<file path="config.mk">
export PLATFORM = sky130hd
export DESIGN_NAME = fence_t_fsm
export DESIGN_NICKNAME = d
export VERILOG_FILES = /design/src/flush_pkg.sv /design/src/flush_counter.sv /design/src/fence_t_fsm.sv
export SDC_FILE = /design/constraint.sdc
export NUM_CORES = 1
export LEC_CHECK = 0
export ABC_AREA = 1
export BUFFER_PORTS_ARGS = -buffer_cell sky130_fd_sc_hd__buf_2
export CORE_ASPECT_RATIO = 0.75
export CORE_MARGIN = 2
export CORE_UTILIZATION = 45
export DETAILED_ROUTE_END_ITERATION = 10
export GPL_TIMING_DRIVEN = 0
export HOLD_SLACK_MARGIN = 0.15
export PLACE_DENSITY = 0.72
export SYNTH_ARGS = -nofsm -noshare
export SYNTH_HDL_FRONTEND = slang
export SYNTH_SLANG_ARGS = --single-unit
</file>
<file path="constraint.sdc">
create_clock -name clk_i -period 2.3 [get_ports clk_i]
set_clock_uncertainty 0.1 [all_clocks]
set_input_delay 0.23 -clock clk_i [delete_from_list [all_inputs] [get_ports clk_i]]
set_output_delay 0.23 -clock clk_i [all_outputs]
set_load 0.05 [all_outputs]
</file>
<file path="src/flush_pkg.sv">
package flush_pkg;

  // ------------------------------------------------------------------------
  // Widths and timing constants
  // ------------------------------------------------------------------------

  // Virtual address width of PCs
  localparam int unsigned VLEN = 32;
  // Pad and self-invalidation counters
  localparam int unsigned CNT_W = 32;
  // Drain counter, saturates after 16 idle cycles
  localparam int unsigned DRAIN_W = 4;
  // Microreset pulse length
  localparam int unsigned RST_UARCH_CYCLES = 16;
  localparam int unsigned RST_CNT_W = $clog2(RST_UARCH_CYCLES);
  // Cycles of cache init hold-off after the microreset
  localparam int unsigned CACHE_INIT_HOLD = 3;
  // Resume step past the fence.t instruction
  localparam int unsigned INSTR_BYTES = 4;

  // ------------------------------------------------------------------------
  // Encodings
  // ------------------------------------------------------------------------

  // RISC-V privilege levels
  typedef enum logic [1:0] {
    PRIV_U = 2'b00,
    PRIV_S = 2'b01,
    PRIV_M = 2'b11
  } priv_lvl_e;

  // fence.t sequence states
  typedef enum logic [2:0] {
    IDLE,
    FLUSH_DCACHE,
    DRAIN_REQS,
    PAD,
    RST_UARCH
  } fence_t_state_e;

  // Config register map
  localparam int unsigned CFG_AW = 2;
  localparam logic [CFG_AW-1:0] CFG_ADDR_PAD = 2'd0;
  localparam logic [CFG_AW-1:0] CFG_ADDR_SELFINVAL = 2'd1;
  localparam logic [CFG_AW-1:0] CFG_ADDR_SRC_SEL = 2'd2;
  localparam logic [CFG_AW-1:0] CFG_ADDR_CEIL = 2'd3;

endpackage

</file>
<file path="src/flush_counter.sv">
`timescale 1ns/10ps

module flush_counter
  import flush_pkg::*;
#(
  parameter int unsigned WIDTH = CNT_W
) (
  input  logic             clk_i,
  input  logic             rst_ni,
  // Synchronous clear, highest priority
  input  logic             clear_i,
  // Count enable
  input  logic             en_i,
  // Load d_i, wins over counting
  input  logic             load_i,
  // Count direction, high counts down
  input  logic             down_i,
  input  logic [WIDTH-1:0] d_i,
  output logic [WIDTH-1:0] q_o
);

  logic [WIDTH-1:0] cnt_q;

  assign q_o = cnt_q;

  // Wraps silently in both directions
  always_ff @(posedge clk_i or negedge rst_ni) begin
    if (!rst_ni) begin
      cnt_q <= '0;
    end else if (clear_i) begin
      cnt_q <= '0;
    end else if (load_i) begin
      cnt_q <= d_i;
    end else if (en_i) begin
      if (down_i) begin
        cnt_q <= cnt_q - WIDTH'(1);
      end else begin
        cnt_q <= cnt_q + WIDTH'(1);
      end
    end
  end

endmodule

</file>
<file path="src/fence_t_fsm.sv">
`timescale 1ns/10ps

module fence_t_fsm
  import flush_pkg::*;
(
  input  logic             clk_i,
  input  logic             rst_ni,
  input  logic             fence_t_i,
  input  logic             flush_dcache_ack_i,
  input  logic             cache_busy_i,
  // Pad timing sources
  input  logic             time_irq_i,
  input  priv_lvl_e        priv_lvl_i,
  input  logic [CNT_W-1:0] fence_t_pad_i,
  input  logic             fence_t_src_sel_i,
  output logic             fence_t_busy_o,
  output logic             stall_cache_o,
  output logic             rst_uarch_no,
  output logic             cache_init_no,
  // Ceiling sample at drain exit
  output logic             ceil_valid_o,
  output logic [CNT_W-1:0] ceil_value_o
);

  fence_t_state_e state_d, state_q;

  logic [DRAIN_W-1:0]         drain_cnt;
  logic                       drain_done;
  logic [CNT_W-1:0]           pad_cnt;
  logic                       load_pad;
  logic [RST_CNT_W-1:0]       rst_cnt;
  logic                       time_irq_q;
  priv_lvl_e                  priv_lvl_q;
  logic [CACHE_INIT_HOLD-1:0] init_hold_q;
  logic                       in_rst;

  // ------------------------------------------------------------------------
  // Sequencer
  // ------------------------------------------------------------------------
  always_comb begin
    state_d = state_q;
    unique case (state_q)
      IDLE:         if (fence_t_i) state_d = FLUSH_DCACHE;
      // Dcache writes back its dirty lines first
      FLUSH_DCACHE: if (flush_dcache_ack_i) state_d = DRAIN_REQS;
      // Let outstanding cache traffic finish
      DRAIN_REQS:   if (drain_done) state_d = PAD;
      PAD:          if (pad_cnt == '0) state_d = RST_UARCH;
      RST_UARCH:    if (rst_cnt == RST_CNT_W'(RST_UARCH_CYCLES - 1)) state_d = IDLE;
      default:      state_d = IDLE;
    endcase
  end

  assign in_rst         = (state_q == RST_UARCH);
  assign fence_t_busy_o = (state_q != IDLE);
  // Cache takes no new requests during the whole sequence
  assign stall_cache_o  = (state_q != IDLE);
  assign rst_uarch_no   = ~in_rst;
  // Hold off cache init through the pulse and a few cycles past it
  assign cache_init_no  = in_rst | (|init_hold_q);

  // Drain exit needs 16 consecutive idle cycles in the state
  assign drain_done   = (state_q == DRAIN_REQS) && (drain_cnt == '1) && !cache_busy_i;
  assign ceil_valid_o = drain_done;
  assign ceil_value_o = (pad_cnt == '0) ? '0 : fence_t_pad_i - pad_cnt;

  // Timer edge or exit from U mode starts the pad window
  assign load_pad = fence_t_src_sel_i ? ((priv_lvl_q == PRIV_U) && (priv_lvl_i != PRIV_U))
                                      : (time_irq_i & ~time_irq_q);

  flush_counter #(
    .WIDTH(DRAIN_W)
  ) u_drain_cnt (
    .clk_i  (clk_i),
    .rst_ni (rst_ni),
    .clear_i(cache_busy_i || (state_q != DRAIN_REQS)),
    .en_i   (drain_cnt != '1),
    .load_i (1'b0),
    .down_i (1'b0),
    .d_i    ('0),
    .q_o    (drain_cnt)
  );

  flush_counter #(
    .WIDTH(CNT_W)
  ) u_pad_cnt (
    .clk_i  (clk_i),
    .rst_ni (rst_ni),
    .clear_i(1'b0),
    .en_i   (|pad_cnt),
    .load_i (load_pad),
    .down_i (1'b1),
    .d_i    (fence_t_pad_i),
    .q_o    (pad_cnt)
  );

  // Microreset pulse length
  flush_counter #(
    .WIDTH(RST_CNT_W)
  ) u_rst_cnt (
    .clk_i  (clk_i),
    .rst_ni (rst_ni),
    .clear_i(~in_rst),
    .en_i   (1'b1),
    .load_i (1'b0),
    .down_i (1'b0),
    .d_i    ('0),
    .q_o    (rst_cnt)
  );

  always_ff @(posedge clk_i or negedge rst_ni) begin
    if (!rst_ni) begin
      state_q     <= IDLE;
      time_irq_q  <= 1'b0;
      priv_lvl_q  <= PRIV_M;
      init_hold_q <= '0;
    end else begin
      state_q     <= state_d;
      time_irq_q  <= time_irq_i;
      priv_lvl_q  <= priv_lvl_i;
      // Shift register stretches the hold-off
      init_hold_q <= {init_hold_q[CACHE_INIT_HOLD-2:0], in_rst};
    end
  end

endmodule

</file>
==> results.toml <==
[run_status]
outcome = "complete, but fails checks"
violations = "setup timing"

[final_layout]
mostFrequentLayoutCell = "nand2_1"
layout-drive-gt1-share_pct = 44.9
multi_input_area_sq_um = 4960
layout_common_cells = "nand2_1, inv_1, buf_4"
num_antenna_cells = 0
fill_cells = 863
finalNonFillerCells = 1298
syn_to_final_growth_pct = 56.5
num-nets-final = 1209
register_area_sq_um = 1240

[synthesis]
synth_edf_count = 0
ys_warn_count = 0
ys_types = 39
synth-seq-area-share_pct = 21.9
synth_area_sq_um = 5600
synth_ff_type = "dfrtp_1"
ys_ff_latch = 49
async_flop_share_pct = 100
syn_nets = 1025
syn_area_per_cell_sq_um = 5.92
syn_inst = 947

[sta]
setup_ws_ns = -0.365
fmax_mhz = 375
worst_slew_pin_slew_ns = 1.13
setup_violations = 32
fin_tns_setup_ns = -6.49
hold_violations = 0
finalCritPeriodShare_pct = 116
slew_viol_final = 0
max_slew_margin_pct = 24.3
rsz0062_at_grt = "yes"
timing.final.crit_period_ns = 2.67

[worst_setup_path]
crit_fanout = 5
crit_family = "simple AND/OR/NAND/NOR gates"
start_kind = "flop"
crit_path_max_incr_delay_ns = 0.41
setup.worst_path.class = "reg -> out"
cp_slowest_cell = "dfrtp_1"
path_cells = "inv_1 > ha_4 > nand2_4 > inv_1 > nand2_1 > nand2_2 > inv_2 > nand3_4 > nand3_2 > nand2_1 > nand2_1 > nand2_1 > nor2_2 > buf_6"
end_kind = "output port"
cp.arrival_ns = 2.34
crit_buf_inv = 4
crit_required_ns = 1.97
cp_common_cell = "nand2_1"

[route]
drc = 0
drt-initial-drc-count = 772
wl_um = 22700
num_vias = 7253
first_pass_iters = 6
topRoutingLayerUsed = "met4"
dr_wl_met3_um = 2070
wl_met1_um = 8820
vias_per_cell = 5.59
dr_wl_met2_um = 10400
wl_per_cell_um = 17.5
postRouteAntennaNets = 0

[clock_tree]
cts_tree = "yes"
clk_pin_slew_ns = 0.07
clock-sinks = 49
clk_latency_ns = 0.29
cts_max_path_buffers = 2
cts_root_buf = "clkbuf_16"
cts_buffers = 5
htreeDepth = 2

[die]
coreArea_sq_um = 12200
die-area_sq_um = 13400
rows = 35
fp.dieH_um = 101
fp.dieW_um = 133
io_pins = 78
start_util_pct = 45.9

[global_routing]
grt-ovfl-total = 0
grt_usage_pct = 29.5
grt_pass1_wl_um = 31700
grt_max_degree = 50
first_global_vias = 6623
antenna_found_initial = 0

[power]
p_leak_nw = 4.44
ir_drop_uv = 1100
power_density_nw_per_um2 = 1070

[hold_path]
min_path_type = "in -> reg"

[place]
placed_cells = 1190
globalplace.congestion = 0.911
port_buffers = 77
hpwl_um = 13400

[flow_run]
max_cap_viol_count = 0
path summary, 6_finish.rpt:
check | startpoint | to | slack, ns | cells after the start
worst max-delay path | u_pad_cnt.q_o[7] | ceil_value_o[17] | -0.37 | 14
worst min-delay path | fence_t_pad_i[5] | u_pad_cnt.q_o[5] | 0.18 | 3
worst max register to register | u_pad_cnt.q_o[2] | u_pad_cnt.q_o[15] | 0.06 | 11
worst min register to register | init_hold_q[1] | init_hold_q[2] | 0.28 | 0
max in group asynchronous | rst_ni | u_pad_cnt.q_o[3] | 0.72 | 2
min in group asynchronous | rst_ni | u_pad_cnt.q_o[4] | 0.59 | 2
where the power goes:
| group | internal (mW) | total, mW | switching [mW] |
|---|---|---|---|
| Combinational | 2.75 | 7.31 | 4.56 |
| Sequential | 1.06 | 1.24 | 0.185 |
| Clock | 0.544 | 0.869 | 0.325 |
state kept, by name (all words and copies together) (netlist names):
register / flops
priv_lvl_q: 2
u_pad_cnt.q_o: 32
time_irq_q: 1
state_q: 3
u_drain_cnt.q_o: 4
u_rst_cnt.q_o: 4
init_hold_q: 3
final cells by class:
| class | instances | share of cell area [%] |
|---|---|---|
| Multi-Input combinational cell | 705 | 56.5 |
| Inverter | 185 | 8.23 |
| Buffer | 8 | 0.613 |
| Sequential cell | 49 | 14.1 |
| Timing Repair Buffer | 177 | 16.2 |
| Clock buffer | 7 | 1.63 |
| Clock inverter | 1 | 0.342 |
| Tap cell | 166 | 2.37 |
repair_timing:
action,CTS,global route
setup buffers,52,24
setup endpoints to repair,32,32
gates resized for setup,282,126
gates cloned,1,0
hold endpoints to repair,69,0
pin swaps,42,47
hold buffers,23,0
Yosys cell counts (4+ instances only):
cell / number / share of area (%)
inv_2: 9 / 0.60
o21ai_2: 11 / 1.7
inv_1: 175 / 12
nand2_1: 301 / 20
nor2_4: 8 / 1.6
xnor2_1: 8 / 1.3
ha_1: 36 / 8.0
a21oi_1: 42 / 3.8
nor2_1: 116 / 7.8
dfrtp_1: 47 / 21
nor3_1: 16 / 1.4
o211ai_1: 4 / 0.54
nand3_1: 49 / 4.4
nor2_2: 13 / 1.5
o21ai_1: 6 / 0.54
xor2_1: 21 / 3.3
and2_1: 9 / 1.0
o21ai_0: 22 / 2.0
nand2_2: 11 / 1.2
nand4_1: 9 / 1.0
cells by family after synthesis:
kind of cell | share of synthesized area, %
and+or+nand+nor | 42.5
DFF | 21.9
xor gates and xnor gates | 4.53
buffers and inverters | 13.3
adders and majority gates | 8.39
AOI/OAI and AO/OA | 9.40
worst register-to-register path, delay by kind of cell, from the launching register on:
family,cells,cell delay [ns]
and+or+nand+nor,5,0.78
buffers and inverters,4,0.58
DFF,1,0.43
AOI/OAI and AO/OA,2,0.21
metrics by stage:
| step | area (sq um) | setup WS [ns] | hold slack, ns | total power, mW | utilization (%) |
|---|---|---|---|---|---|
| 4_1_cts | 8140 | -0.211 | 0.158 | 8.23 | 66.6 |
| 3_5_place_dp | 6280 | -0.320 | 0.248 | 5.84 | 51.4 |
| 5_1_grt | 8770 | -0.436 | 0.182 | 9.85 | 71.8 |
| 6_report | 8770 | -0.365 | 0.181 | 9.42 | 71.8 |
| 2_1_floorplan | 5690 | -0.225 | -0.166 | 4.85 | - |
| 3_3_place_gp | 6280 | -0.316 | 0.247 | 5.81 | 51.4 |
routing by layer:
layer | up-vias | global-route usage [%]
met4 | 0 | 9.84
met5 | - | 0
li1 | 3287 | -
met3 | 148 | 3.52
met2 | 479 | 51.7
met1 | 3339 | 38.2
(Power assumes the default switching activity.)
