==> src/flush_pkg.sv <==
package flush_pkg;

  // ------------------------------------------------------------------------
  // Widths and timing constants
  // ------------------------------------------------------------------------

  // Virtual address width of PCs
  localparam int unsigned VLEN = 32;
  // Pad and self-invalidation counters
  localparam int unsigned CNT_W = 32;
  // Drain counter, saturates after 16 idle cycles
  localparam int unsigned DRAIN_W = 4;
  // Microreset pulse length
  localparam int unsigned RST_UARCH_CYCLES = 16;
  localparam int unsigned RST_CNT_W = $clog2(RST_UARCH_CYCLES);
  // Cycles of cache init hold-off after the microreset
  localparam int unsigned CACHE_INIT_HOLD = 3;
  // Resume step past the fence.t instruction
  localparam int unsigned INSTR_BYTES = 4;

  // ------------------------------------------------------------------------
  // Encodings
  // ------------------------------------------------------------------------

  // RISC-V privilege levels
  typedef enum logic [1:0] {
    PRIV_U = 2'b00,
    PRIV_S = 2'b01,
    PRIV_M = 2'b11
  } priv_lvl_e;

  // fence.t sequence states
  typedef enum logic [2:0] {
    IDLE,
    FLUSH_DCACHE,
    DRAIN_REQS,
    PAD,
    RST_UARCH
  } fence_t_state_e;

  // Config register map
  localparam int unsigned CFG_AW = 2;
  localparam logic [CFG_AW-1:0] CFG_ADDR_PAD = 2'd0;
  localparam logic [CFG_AW-1:0] CFG_ADDR_SELFINVAL = 2'd1;
  localparam logic [CFG_AW-1:0] CFG_ADDR_SRC_SEL = 2'd2;
  localparam logic [CFG_AW-1:0] CFG_ADDR_CEIL = 2'd3;

endpackage

==> src/fence_cfg_regs.sv <==
`timescale 1ns/10ps

module fence_cfg_regs
  import flush_pkg::*;
(
  input  logic              clk_i,
  input  logic              rst_ni,
  // Register port
  input  logic              cfg_we_i,
  input  logic [CFG_AW-1:0] cfg_addr_i,
  input  logic [31:0]       cfg_wdata_i,
  output logic [31:0]       cfg_rdata_o,
  // Settings towards the fence logic
  output logic [CNT_W-1:0]  fence_t_pad_o,
  output logic [CNT_W-1:0]  selfinval_period_o,
  output logic              fence_t_src_sel_o,
  // Ceiling sample from the fence.t sequence
  input  logic              ceil_valid_i,
  input  logic [CNT_W-1:0]  ceil_value_i
);

  logic [CNT_W-1:0] pad_q;
  logic [CNT_W-1:0] selfinval_q;
  logic             src_sel_q;
  logic [CNT_W-1:0] ceil_q;

  assign fence_t_pad_o      = pad_q;
  assign selfinval_period_o = selfinval_q;
  assign fence_t_src_sel_o  = src_sel_q;

  // ------------------------------------------------------------------------
  // Register writes
  // ------------------------------------------------------------------------
  always_ff @(posedge clk_i or negedge rst_ni) begin
    if (!rst_ni) begin
      pad_q       <= '0;
      selfinval_q <= '0;
      src_sel_q   <= 1'b0;
      ceil_q      <= '0;
    end else begin
      if (cfg_we_i && (cfg_addr_i == CFG_ADDR_PAD)) pad_q <= cfg_wdata_i;
      if (cfg_we_i && (cfg_addr_i == CFG_ADDR_SELFINVAL)) selfinval_q <= cfg_wdata_i;
      if (cfg_we_i && (cfg_addr_i == CFG_ADDR_SRC_SEL)) src_sel_q <= cfg_wdata_i[0];
      // Software write clears the ceiling, any data value
      if (cfg_we_i && (cfg_addr_i == CFG_ADDR_CEIL)) begin
        ceil_q <= '0;
      end else if (ceil_valid_i && (ceil_value_i > ceil_q)) begin
        // Track the worst case seen so far
        ceil_q <= ceil_value_i;
      end
    end
  end

  // Combinational read mux
  always_comb begin
    unique case (cfg_addr_i)
      CFG_ADDR_PAD:       cfg_rdata_o = pad_q;
      CFG_ADDR_SELFINVAL: cfg_rdata_o = selfinval_q;
      CFG_ADDR_SRC_SEL:   cfg_rdata_o = {31'b0, src_sel_q};
      default:            cfg_rdata_o = ceil_q;
    endcase
  end

endmodule

==> config.mk <==
export PLATFORM = sky130hd
export DESIGN_NAME = fence_cfg_regs
export DESIGN_NICKNAME = d
export VERILOG_FILES = /design/src/flush_pkg.sv /design/src/fence_cfg_regs.sv
export SDC_FILE = /design/constraint.sdc
export NUM_CORES = 1
export LEC_CHECK = 0
export ABC_CLOCK_PERIOD_IN_PS = 3800
export CAP_MARGIN = 15
export CORE_ASPECT_RATIO = 0.7
export CORE_UTILIZATION = 69
export DETAILED_ROUTE_END_ITERATION = 7
export DONT_BUFFER_PORTS = 1
export PLACE_DENSITY = 0.83
export SYNTH_ARGS = -nofsm -noshare
export SYNTH_HDL_FRONTEND = slang
export SYNTH_SLANG_ARGS = --single-unit
==> constraint.sdc <==
create_clock -name clk_i -period 3.8 [get_ports clk_i]
set_input_delay 0 -clock clk_i [delete_from_list [all_inputs] [get_ports clk_i]]
set_output_delay 0 -clock clk_i [all_outputs]
set_load 0.005 [all_outputs]
==> metrics, run 1 <==
# rows=26; number of diodes=0; Worst EP required=around 4.1 ns; Worst slew margin=around a third; Max Fclk=approximately 330 MHz; vias in the first global route=between 4,000 and 5,000; Sink Count=97; # Max-Cap Violations=0; Gate power share=between 30% and 40%; via-per-instance ratio=about 6.4; Slowest cell on crit path=a21oi_4; Hold EP=cfg_rdata_o[21]; kind of critical path=flop to flop; final number of hold-violating endpoints=0; Max IR drop VDD=~0.33 mV; crit path launch type=flop; Post-Synth Simple-Gate Area=9.570%; Synth Area in XOR/XNOR=0%; GRT Total Usage=36.49%; port bufs=0; Crit path max-delay family=compound AO/OA/AOI/OAI gates; Netlist cell types=31; largest net degree at the start of global routing=98; DRC errors left=0; P_leak=between 2 and 3 nW; initial drt markers=~350; sequential area share after synthesis=between 40% and 50%; Routed WL per cell=about 22 um; crit-path max cell delay=~0.8 ns; initial antenna violation count=0; NetSw=1.257 mW; Final Skew=roughly 0.011 ns; main combinational cell family by area after synthesis=multiplexers; DIE WIDTH=~110 um; Area growth syn-to-layout=18.24%; Synth top area share=~46%; R2R cell count=9; Critical path buffers and inverters=2; syn_nets=598; HPWL Detailed=roughly 8.8 mm; Worst Path Max Fanout=22; CP Cell Sequence=inv_1, ha_1, nand4_1, or3_1, a21oi_1, o31ai_1, a21oi_4, buf_4, mux2i_1; minimum hold slack=roughly 0.10 ns; adder-cell share of the synthesized area=about 7.6%; TritonCTS clock tree=built; ys flop type=dfrtp_1; Tcrit/Tclk final=between 80% and 90%; Hold Path Stages=1; Routed WL=approximately 14 mm; clock share of power=between 10% and 20%; Post-CTS Repair Setup Buffers=0; count leader, synth=nand2_1; hold path startpoint=cfg_addr_i[1]; Arr. time, crit path=approximately 3.4 ns; sequential fraction of design power=47.8%; post-place setup slack=between 0.8 and 0.9 ns; Synth area leader=dfrtp_1; reg2reg setup slack=0.74 ns; r2r startpoint=ceil_q[14]; CORE AREA=between 0.007 and 0.008 mm2; path type of the worst min-delay path=input pin to output port; Synth Instances=496; post-synthesis compound-gate area fraction=under 10%; Worst-path clk slew=~0.1 ns; Final Setup Violations=0; Slew @ Worst Pin=between 0.9 and 1 ns; via count=roughly 4,200; RePlAce Congestion=approximately 0.84; clk buf depth=2; GRT overflow=0; commonest cells in the netlist=nand2_1 (98), dfrtp_1 (97), mux2_2 (65); RSZ-0062 raised after global routing=false; boundary pin count=~170; TritonRoute pass-1 iters=5; Final Critical Period=~3.1 ns; async set-reset flop share out of synthesis=100.0%; final setup TNS=0 ns; critical path capture point type=flop; Die Y=75.29 um; first-pass GRT wire length=around 22 mm; critical path depth=9; number of enable flip-flop cells after synthesis=0; pwr dens=~540 mW/mm2; FF+latch count, synth=97; Starting Density=approximately 72%; FF-to-FF End=ceil_q[0]; synth top area cells=dfrtp_1 (46%), mux2_2 (14%), mux2i_1 (12%); syn_area_per_cell=10.68 um2; Syn Std Cell Area=between 0.005 and 0.006 mm2; Net Sw Frac=a little under two fifths; ANT nets after route=0; Die ar.=between 0.008 and 0.009 mm2; layout filler cell count=between 300 and 400; final worst setup slack=0.7413 ns; clock buffer count from CTS=9; final net count=roughly 660; H-Tree Depth=3; clk_lat worst skew=0.38 ns; Pint=around 2.1 mW; share of layout cells above drive strength 1=16.28%; mux share of post-synthesis cell area=about a quarter; warnings from Yosys=0; Root Driver=clkbuf_8; Max Slew Vio Count=0; status=complete, no violations
## how the worst max path moves through the flow
stage	from	end	slack (ns)
floorplan	ceil_q[14]	ceil_q[10]	1.61
global placement	ceil_q[15]	ceil_q[6]	0.96
detailed placement	ceil_q[13]	ceil_q[6]	0.85
CTS	ceil_q[11]	ceil_q[2]	0.83
global route	ceil_q[15]	ceil_q[28]	0.59
finish	ceil_q[14]	ceil_q[0]	0.74
## routing by layer
| metal | routed length, um | global-route usage, % | vias to the layer above |
|---|---|---|---|
| li1 | - | - | 1836 |
| met1 | 5642 | 46.36 | 2098 |
| met2 | 6951 | 60.29 | 212 |
| met3 | 1378 | 12.83 | 35 |
| met4 | 270 | 10.96 | 0 |
| met5 | 0 | 0 | - |
## area by class of cell
class	count	area, um2	area share [%]
well taps	98	122.6	1.958
repair buffers	74	765.7	12.23
inverters	32	120.1	1.918
clock buffers	9	123.9	1.978
clock inverters	7	62.56	0.9992
flip-flops and latches	97	2427	38.77
multi-input cells	340	2639	42.15
## power groups by stage
stage	Sequential [mW]	Clock (mW)	Combinational (mW)
2_1_floorplan	1.52	0	0.800
3_3_place_gp	1.58	0	0.910
3_5_place_dp	1.61	0	0.957
4_1_cts	1.59	0.653	1.05
5_1_grt	1.64	0.695	1.21
6_report	1.60	0.654	1.10
## logic make-up after synthesis
group / Yosys count
AOI/OAI and AO/OA: 58
muxes: 129
DFF: 97
and+or+nand+nor: 121
buffers and inverters: 59
adders and majority gates: 32
## cells in the final DEF (no fill, tap or decap), drive strengths merged, types with 2 or more instances in the layout
| cell type | synthesis | final |
|---|---|---|
| mux2i | 63 | 63 |
| nand2 | 98 | 98 |
| nand3 | 3 | 3 |
| nand4 | 8 | 8 |
| dfrtp | 97 | 97 |
| a21oi | 12 | 12 |
| a21o | 6 | 6 |
| nor3 | 3 | 3 |
| buf | 3 | 6 |
| inv | 32 | 35 |
| o211ai | 2 | 2 |
| dlygate4sd3 | 0 | 68 |
| clkinv | 0 | 3 |
| mux2 | 65 | 65 |
| o21ai | 33 | 33 |
| nand3b | 2 | 2 |
| clkbuf | 24 | 9 |
| ha | 32 | 32 |
## sequential cells by signal, summed over array words and instances (netlist names)
register and flops:
fence_t_pad_o 32, selfinval_period_o 32, ceil_q 32, fence_t_src_sel_o 1
## metrics by stage
stage	util, %	total power [mW]	cell area, um2	instances
finish	85.16	3.351	6261	657
global route	85.16	3.542	6261	657
detailed placement	72.62	2.566	5339	571
CTS	84.79	3.292	6233	656
floorplan	-	2.319	5295	496
global placement	72.62	2.490	5339	571
## timing repair
item | in CTS | in global routing
hold buffers | 69 | 0
endpoints found under the hold margin | 194 | 0
resized for setup | 0 | 0
(Power assumes the default switching activity.)
==> inputs of run 2 (changes only) <==
Settings changed: ABC_CLOCK_PERIOD_IN_PS 3800 to 2500, CORE_UTILIZATION 69 to 58, PLACE_DENSITY 0.83 to 0.74.
Clock period 3.8 ns to 2.5 ns, I/O delays scaled along.
==> run 2 against run 1 <==
  * The flow now finishes with violations (setup timing)
  * Die area increased by 19%
  * Clock-buffer cell count increased by 1
  * Sequential power up 51%
  * Largest power group unchanged
  * Via count is 0.17% higher
  * Total power up 72%
  * Routed wire length increased by 3.1%
==> metrics, run 2 (same netlist as run 1, synthesis figures left out) <==
clk_lat worst skew=0.35 ns (-0.03 ns); Slew @ Worst Pin=0.6134 ns (-0.3635 ns); Gate power share=35.1% (+2.4 points); failing checks=setup timing; global route hottest layer=met2; Max Fclk=391.7 MHz (+20%); Area growth syn-to-layout=26.21%; share of layout cells above drive strength 1=21.27% (+5.0 points); pwr dens=862.5 mW/mm2 (+61%); first-pass GRT wire length=21.80 mm (+0.80%); Routed WL per cell=20.89 um (-3.6%); Worst EP required=2.75 ns (-1.36 ns); P_leak=3.084 nW (+6.2%); Final Skew=0.008497 ns (-0.002742 ns); Critical path buffers and inverters=3 (+1); TritonRoute pass-1 iters=5 (unchanged); Net Sw Frac=34.98% (-2.5 points); Sink Count=97 (unchanged); clock buffer count from CTS=9 (unchanged); clock share of power=22.9% (+3.4 points); # Max-Cap Violations=0 (unchanged); Final Critical Period=2.553 ns (-0.5057 ns); post-place setup slack=-0.04376 ns (-0.8985 ns); final number of hold-violating endpoints=0 (unchanged); GRT Total Usage=31.04% (-5.4 points); via-per-instance ratio=5.957 (-6.4%); Starting Density=61.19% (-11 points); CP Cell Sequence=inv_1, ha_4, nand4_1, or3_4, or4_4, o21ai_4, a21oi_4, buf_6, buf_12, mux2i_1; Pint=3.747 mW (+79%); largest net degree at the start of global routing=98 (unchanged); via count=4,188 (+0.17%); DIE WIDTH=116.2 um (+8.9%); FF/Latch Area=0.002427 mm2 (unchanged); RePlAce Congestion=0.8350 (-0.27%); vias in the first global route=4,229 (+0.095%); port bufs=0 (unchanged); met1 Use GR=40.91% (-5.5 points); initial antenna violation count=0 (unchanged); Die Y=81.94 um (+8.8%); sequential fraction of design power=41.9% (-5.9 points); boundary pin count=167 (unchanged); commonest non-fill, non-tap cells in the layout=nand2_1 (97), dfrtp_1 (97), dlygate4sd3_1 (69); Max IR drop VDD=0.5090 mV (+53%); Routed WL=14.69 mm (+3.1%); Arr. time, crit path=2.81 ns (-0.56 ns); Crit path max-delay family=simple AND/OR/NAND/NOR gates; NetSw=2.016 mW (+60%); CORE AREA=0.008653 mm2 (+18%); Root Driver=clkbuf_16; Final Setup Violations=22 (+22); H-Tree Depth=3 (unchanged); met2 Track Usage GR=49.70% (-11 points); Tcrit/Tclk final=102.1% (+22 points); reg2reg setup slack=-0.05 ns (-0.79 ns); Max Slew Vio Count=0 (unchanged); layout filler cell count=566 (+47%); final worst setup slack=-0.05303 ns (-0.7943 ns); footprint of the multi-input gates=0.002719 mm2 (+3.0%); ANT nets after route=0 (unchanged); critical path depth=10 (+1); DRC errors left=0 (unchanged); HPWL Detailed=9.257 mm (+5.4%); number of diodes=0 (unchanged); TritonCTS clock tree=built; GRT overflow=0 (unchanged); initial drt markers=276 (-21%); Die ar.=0.009521 mm2 (+19%); path type of the worst min-delay path=input pin to output port; Worst-path clk slew=0.07 ns (-0.03 ns); kind of critical path=flop to flop; placed standard-cell area=0.005421 mm2 (+1.5%); R2R cell count=10 (+1); clk buf depth=2 (unchanged); RSZ-0062 raised after global routing=true; met3 usage=9.225% (-3.6 points); Worst Path Max Fanout=11 (-50%); # rows=28 (+7.7%); Worst slew margin=58.96% (+24 points); critical path capture point type=flop; status=finished, violations left; Hold Path Stages=1 (unchanged); crit-path max cell delay=0.44 ns (-0.36 ns); post-route design area=0.006683 mm2 (+6.7%); crit path launch type=flop; Slowest cell on crit path=or4_4; final net count=680 (+3.7%)
-- run 2: cell count changes in the layout (fill, tap and decap cells not counted), moves of 2 or more --
cell | before | now
ha_4 | 0 | 4
buf_4 | 4 | 22
clkbuf_8 | 9 | 0
mux2i_1 | 63 | 61
buf_6 | 0 | 3
ha_1 | 32 | 28
buf_12 | 0 | 2
clkbuf_16 | 0 | 9
mux2i_2 | 0 | 2
-- run 2: timing repair --
| item | 4_1_cts | 5_1_grt |
|---|---|---|
| cloned | 1 | 0 |
| pin swaps | 3 | 6 |
| setup buffers | 4 | 15 |
| hold endpoints to repair | 194 | 0 |
| hold buffers | 70 | 0 |
| gates resized for setup | 4 | 12 |
| endpoints found under the setup margin | 27 | 31 |
-- run 2: final cells by class --
| cell class | instances | share of cell area [%] |
|---|---|---|
| clock buffer | 10 | 3.426 |
| clock inverter | 6 | 0.7864 |
| inverter | 32 | 1.797 |
| multi-input combinational | 340 | 40.69 |
| sequential | 97 | 36.32 |
| tap | 120 | 2.247 |
| timing repair buffer | 98 | 14.74 |
-- run 2: metal layers --
metal  wire length, um  part of all wire (%)
met1              6341                    43
met2              6978                    48
met3              1096                   7.5
met4               269                   1.8
met5                 0                     0
-- run 2: worst paths after layout --
kind	from	end
setup / recovery	ceil_q[11]	ceil_q[30]
hold / removal	cfg_addr_i[1]	cfg_rdata_o[26]
setup reg to reg	ceil_q[11]	ceil_q[30]
hold reg to reg	ceil_q[4]	ceil_q[4]
max in group asynchronous	rst_ni	selfinval_period_o[2]
min in group asynchronous	rst_ni	ceil_q[24]
-- run 2: power by group through the flow --
stage                     Sequential, mW  Clock (mW)  Combinational, mW
after floorplan                     2.31           0               1.22
after global placement              2.41           0               1.43
after detailed placement            2.45           0               1.51
after CTS                           2.41        1.33               1.74
after global routing                2.47        1.39               2.23
final                               2.42        1.32               2.03
-- run 2: stage by stage --
step / setup TNS [ns] / power (mW) / hold WS, ns / utilization (%) / instances
after global routing: -2.112 / 6.088 / 0.1013 / 77.23 / 703
after CTS: 0 / 5.481 / 0.09770 / 75.01 / 688
final: -0.4106 / 5.763 / 0.09656 / 77.23 / 703
after floorplan: 0 / 3.526 / -0.2956 / - / 496
after global placement: 0 / 3.846 / -0.2931 / 62.65 / 597
after detailed placement: -0.5764 / 3.956 / -0.2934 / 62.65 / 597
==> inputs of run 3 (changes only) <==
Settings changed: SETUP_SLACK_MARGIN set to 0.1.
==> run 3 against run 2 <==
  * The run still ends with setup timing left
  * Die area is the same
  * Utilization rose by 0.82 points
  * Non-clock buffer count up 2
  * Sequential power barely moved
  * Cell count is 0.28% higher
  * Sequential share of layout area decreased by 0.38 points
==> metrics, run 3 (same netlist as run 1, synthesis figures left out) <==
Final Skew=0.009173 ns (+0.0006757 ns); HPWL Detailed=9.257 mm (unchanged); Worst Path Max Fanout=6 (-5); Slew @ Worst Pin=0.6079 ns (-0.005476 ns); Tcrit/Tclk final=102.1% (about the same); number of diodes=0 (unchanged); TritonCTS clock tree=built; RSZ-0062 raised after global routing=true; path type of the worst min-delay path=input pin to output port; minimum hold slack=0.09704 ns (+0.0004863 ns); Routed WL per cell=21.56 um (+3.2%); kind of critical path=flop to flop; DRC errors left=0 (unchanged); initial drt markers=236 (-14%); Gate power share=36.6% (+1.5 points); Hold Path Stages=1 (unchanged); Die ar.=0.009521 mm2 (unchanged); failing checks=setup timing; status=finished, violations left; FF-to-FF End=ceil_q[2]; GRT overflow=0 (unchanged); GRT Total Usage=31.80% (+0.76 points); CORE AREA=0.008653 mm2 (unchanged); share of layout cells above drive strength 1=21.88% (+0.61 points); hold path startpoint=cfg_addr_i[1]; final number of hold-violating endpoints=0 (unchanged); Root Driver=clkbuf_16; Net Sw Frac=35.09% (+0.11 points); post-route design area=0.006754 mm2 (+1.1%); Hold EP=cfg_rdata_o[26]; RePlAce Congestion=0.8350 (unchanged); clock share of power=22.4% (-0.5 points); critical path capture point type=flop; sequential fraction of design power=41.0% (-0.9 points); NetSw=2.068 mW (+2.5%); pwr dens=872.4 mW/mm2 (+1.2%); initial antenna violation count=1 (+1); reg2reg setup slack=-0.05 ns (about the same); first-pass GRT wire length=22.25 mm (+2.0%); TritonRoute pass-1 iters=5 (unchanged); clk buf depth=2 (unchanged); via-per-instance ratio=6.004 (+0.79%); Area growth syn-to-layout=27.55%; placed standard-cell area=0.005421 mm2 (unchanged); crit path launch type=flop; Pint=3.825 mW (+2.1%); Max Slew Vio Count=0 (unchanged); Worst-path clk slew=0.07 ns (about the same); boundary pin count=167 (unchanged); Routed WL=15.20 mm (+3.5%); Max Fclk=391.7 MHz (about the same); Worst slew margin=59.33% (+0.37 points); Die Y=81.94 um (unchanged); final net count=682 (+0.29%); clock buffer count from CTS=9 (unchanged); Starting Density=61.19% (unchanged); Max IR drop VDD=0.5108 mV (+0.35%); Final Critical Period=2.553 ns (-0.0002307 ns); # rows=28 (unchanged); r2r startpoint=ceil_q[8]; Final Setup Violations=26 (+18%); via count=4,233 (+1.1%); R2R cell count=10 (unchanged); final worst setup slack=-0.05280 ns (+0.0002307 ns); Arr. time, crit path=2.81 ns (about the same); Sink Count=97 (unchanged); largest net degree at the start of global routing=98 (unchanged); # Max-Cap Violations=0 (unchanged); H-Tree Depth=3 (unchanged); P_leak=3.110 nW (+0.84%); port bufs=0 (unchanged); total power=5.892 mW (+2.2%); vias in the first global route=4,292 (+1.5%); ANT nets after route=0 (unchanged); Worst EP required=2.76 ns (about the same); commonest non-fill, non-tap cells in the layout=nand2_1 (97), dfrtp_1 (97), dlygate4sd3_1 (68); DIE WIDTH=116.2 um (unchanged); clk_lat worst skew=0.34 ns (about the same)
run 3: layout make-up:
| class | count | area [um2] |
|---|---|---|
| inverter | 32 | 120.1 |
| sequential | 97 | 2427 |
| tap | 120 | 150.1 |
| fill | 556 | 1899 |
| clock inverter | 6 | 52.55 |
| multi-input combinational | 340 | 2731 |
| clock buffer | 10 | 229.0 |
| timing repair buffer | 100 | 1044 |
run 3: power groups by stage:
stage | Clock (mW) | Sequential, mW | Combinational, mW
finish | 1.32 | 2.41 | 2.16
global route | 1.39 | 2.47 | 2.36
CTS | 1.33 | 2.39 | 1.90
detailed placement | 0 | 2.45 | 1.51
global placement | 0 | 2.41 | 1.43
floorplan | 0 | 2.31 | 1.22
run 3: stage by stage:
stage | util (%) | setup slack [ns] | setup TNS [ns] | instances
after floorplan | - | 0.3068 | 0 | 496
after global placement | 62.65 | 0.07406 | 0 | 597
after detailed placement | 62.65 | -0.04376 | -0.5764 | 597
after CTS | 76.32 | 0.1005 | 0 | 697
after global routing | 78.05 | -0.1016 | -2.142 | 705
final | 78.05 | -0.05280 | -0.4508 | 705
run 3: layer usage:
metal	vias up	global-route usage, %	part of all wire [%]
met1	2126	41.05	42
met4	0	9.872	2.0
met5	-	0	0
met3	31	9.520	8.2
li1	1889	-	-
met2	187	51.85	48
run 3: worst max path at each step:
| stage | startpoint | to | slack (ns) | cells after the start |
|---|---|---|---|---|
| final | ceil_q[8] | ceil_q[2] | -0.05 | 10 |
| after global routing | ceil_q[10] | ceil_q[30] | -0.10 | 10 |
| after detailed placement | ceil_q[31] | ceil_q[30] | -0.04 | 9 |
| after floorplan | ceil_q[14] | ceil_q[10] | 0.31 | 9 |
| after global placement | ceil_q[15] | ceil_q[10] | 0.07 | 9 |
| after CTS | ceil_q[10] | ceil_q[30] | 0.10 | 9 |
run 3: worst max-delay path: stages (launching register included):
cell	delay, ns
dfrtp_1	0.39
inv_1	0.06
ha_1	0.30
nand4_1	0.13
or3_4	0.42
or4_4	0.45
o21ai_4	0.17
a21oi_4	0.05
buf_12	0.17
clkbuf_16	0.16
mux2i_1	0.18
run 3: repair_timing:
| action | 4_1_cts | 5_1_grt |
|---|---|---|
| pin swaps | 6 | 4 |
| endpoints found under the setup margin | 27 | 32 |
| cloned | 2 | 1 |
| hold buffers | 69 | 0 |
| hold endpoints to repair | 194 | 0 |
| buffers inserted | 13 | 7 |
| resized for setup | 9 | 8 |
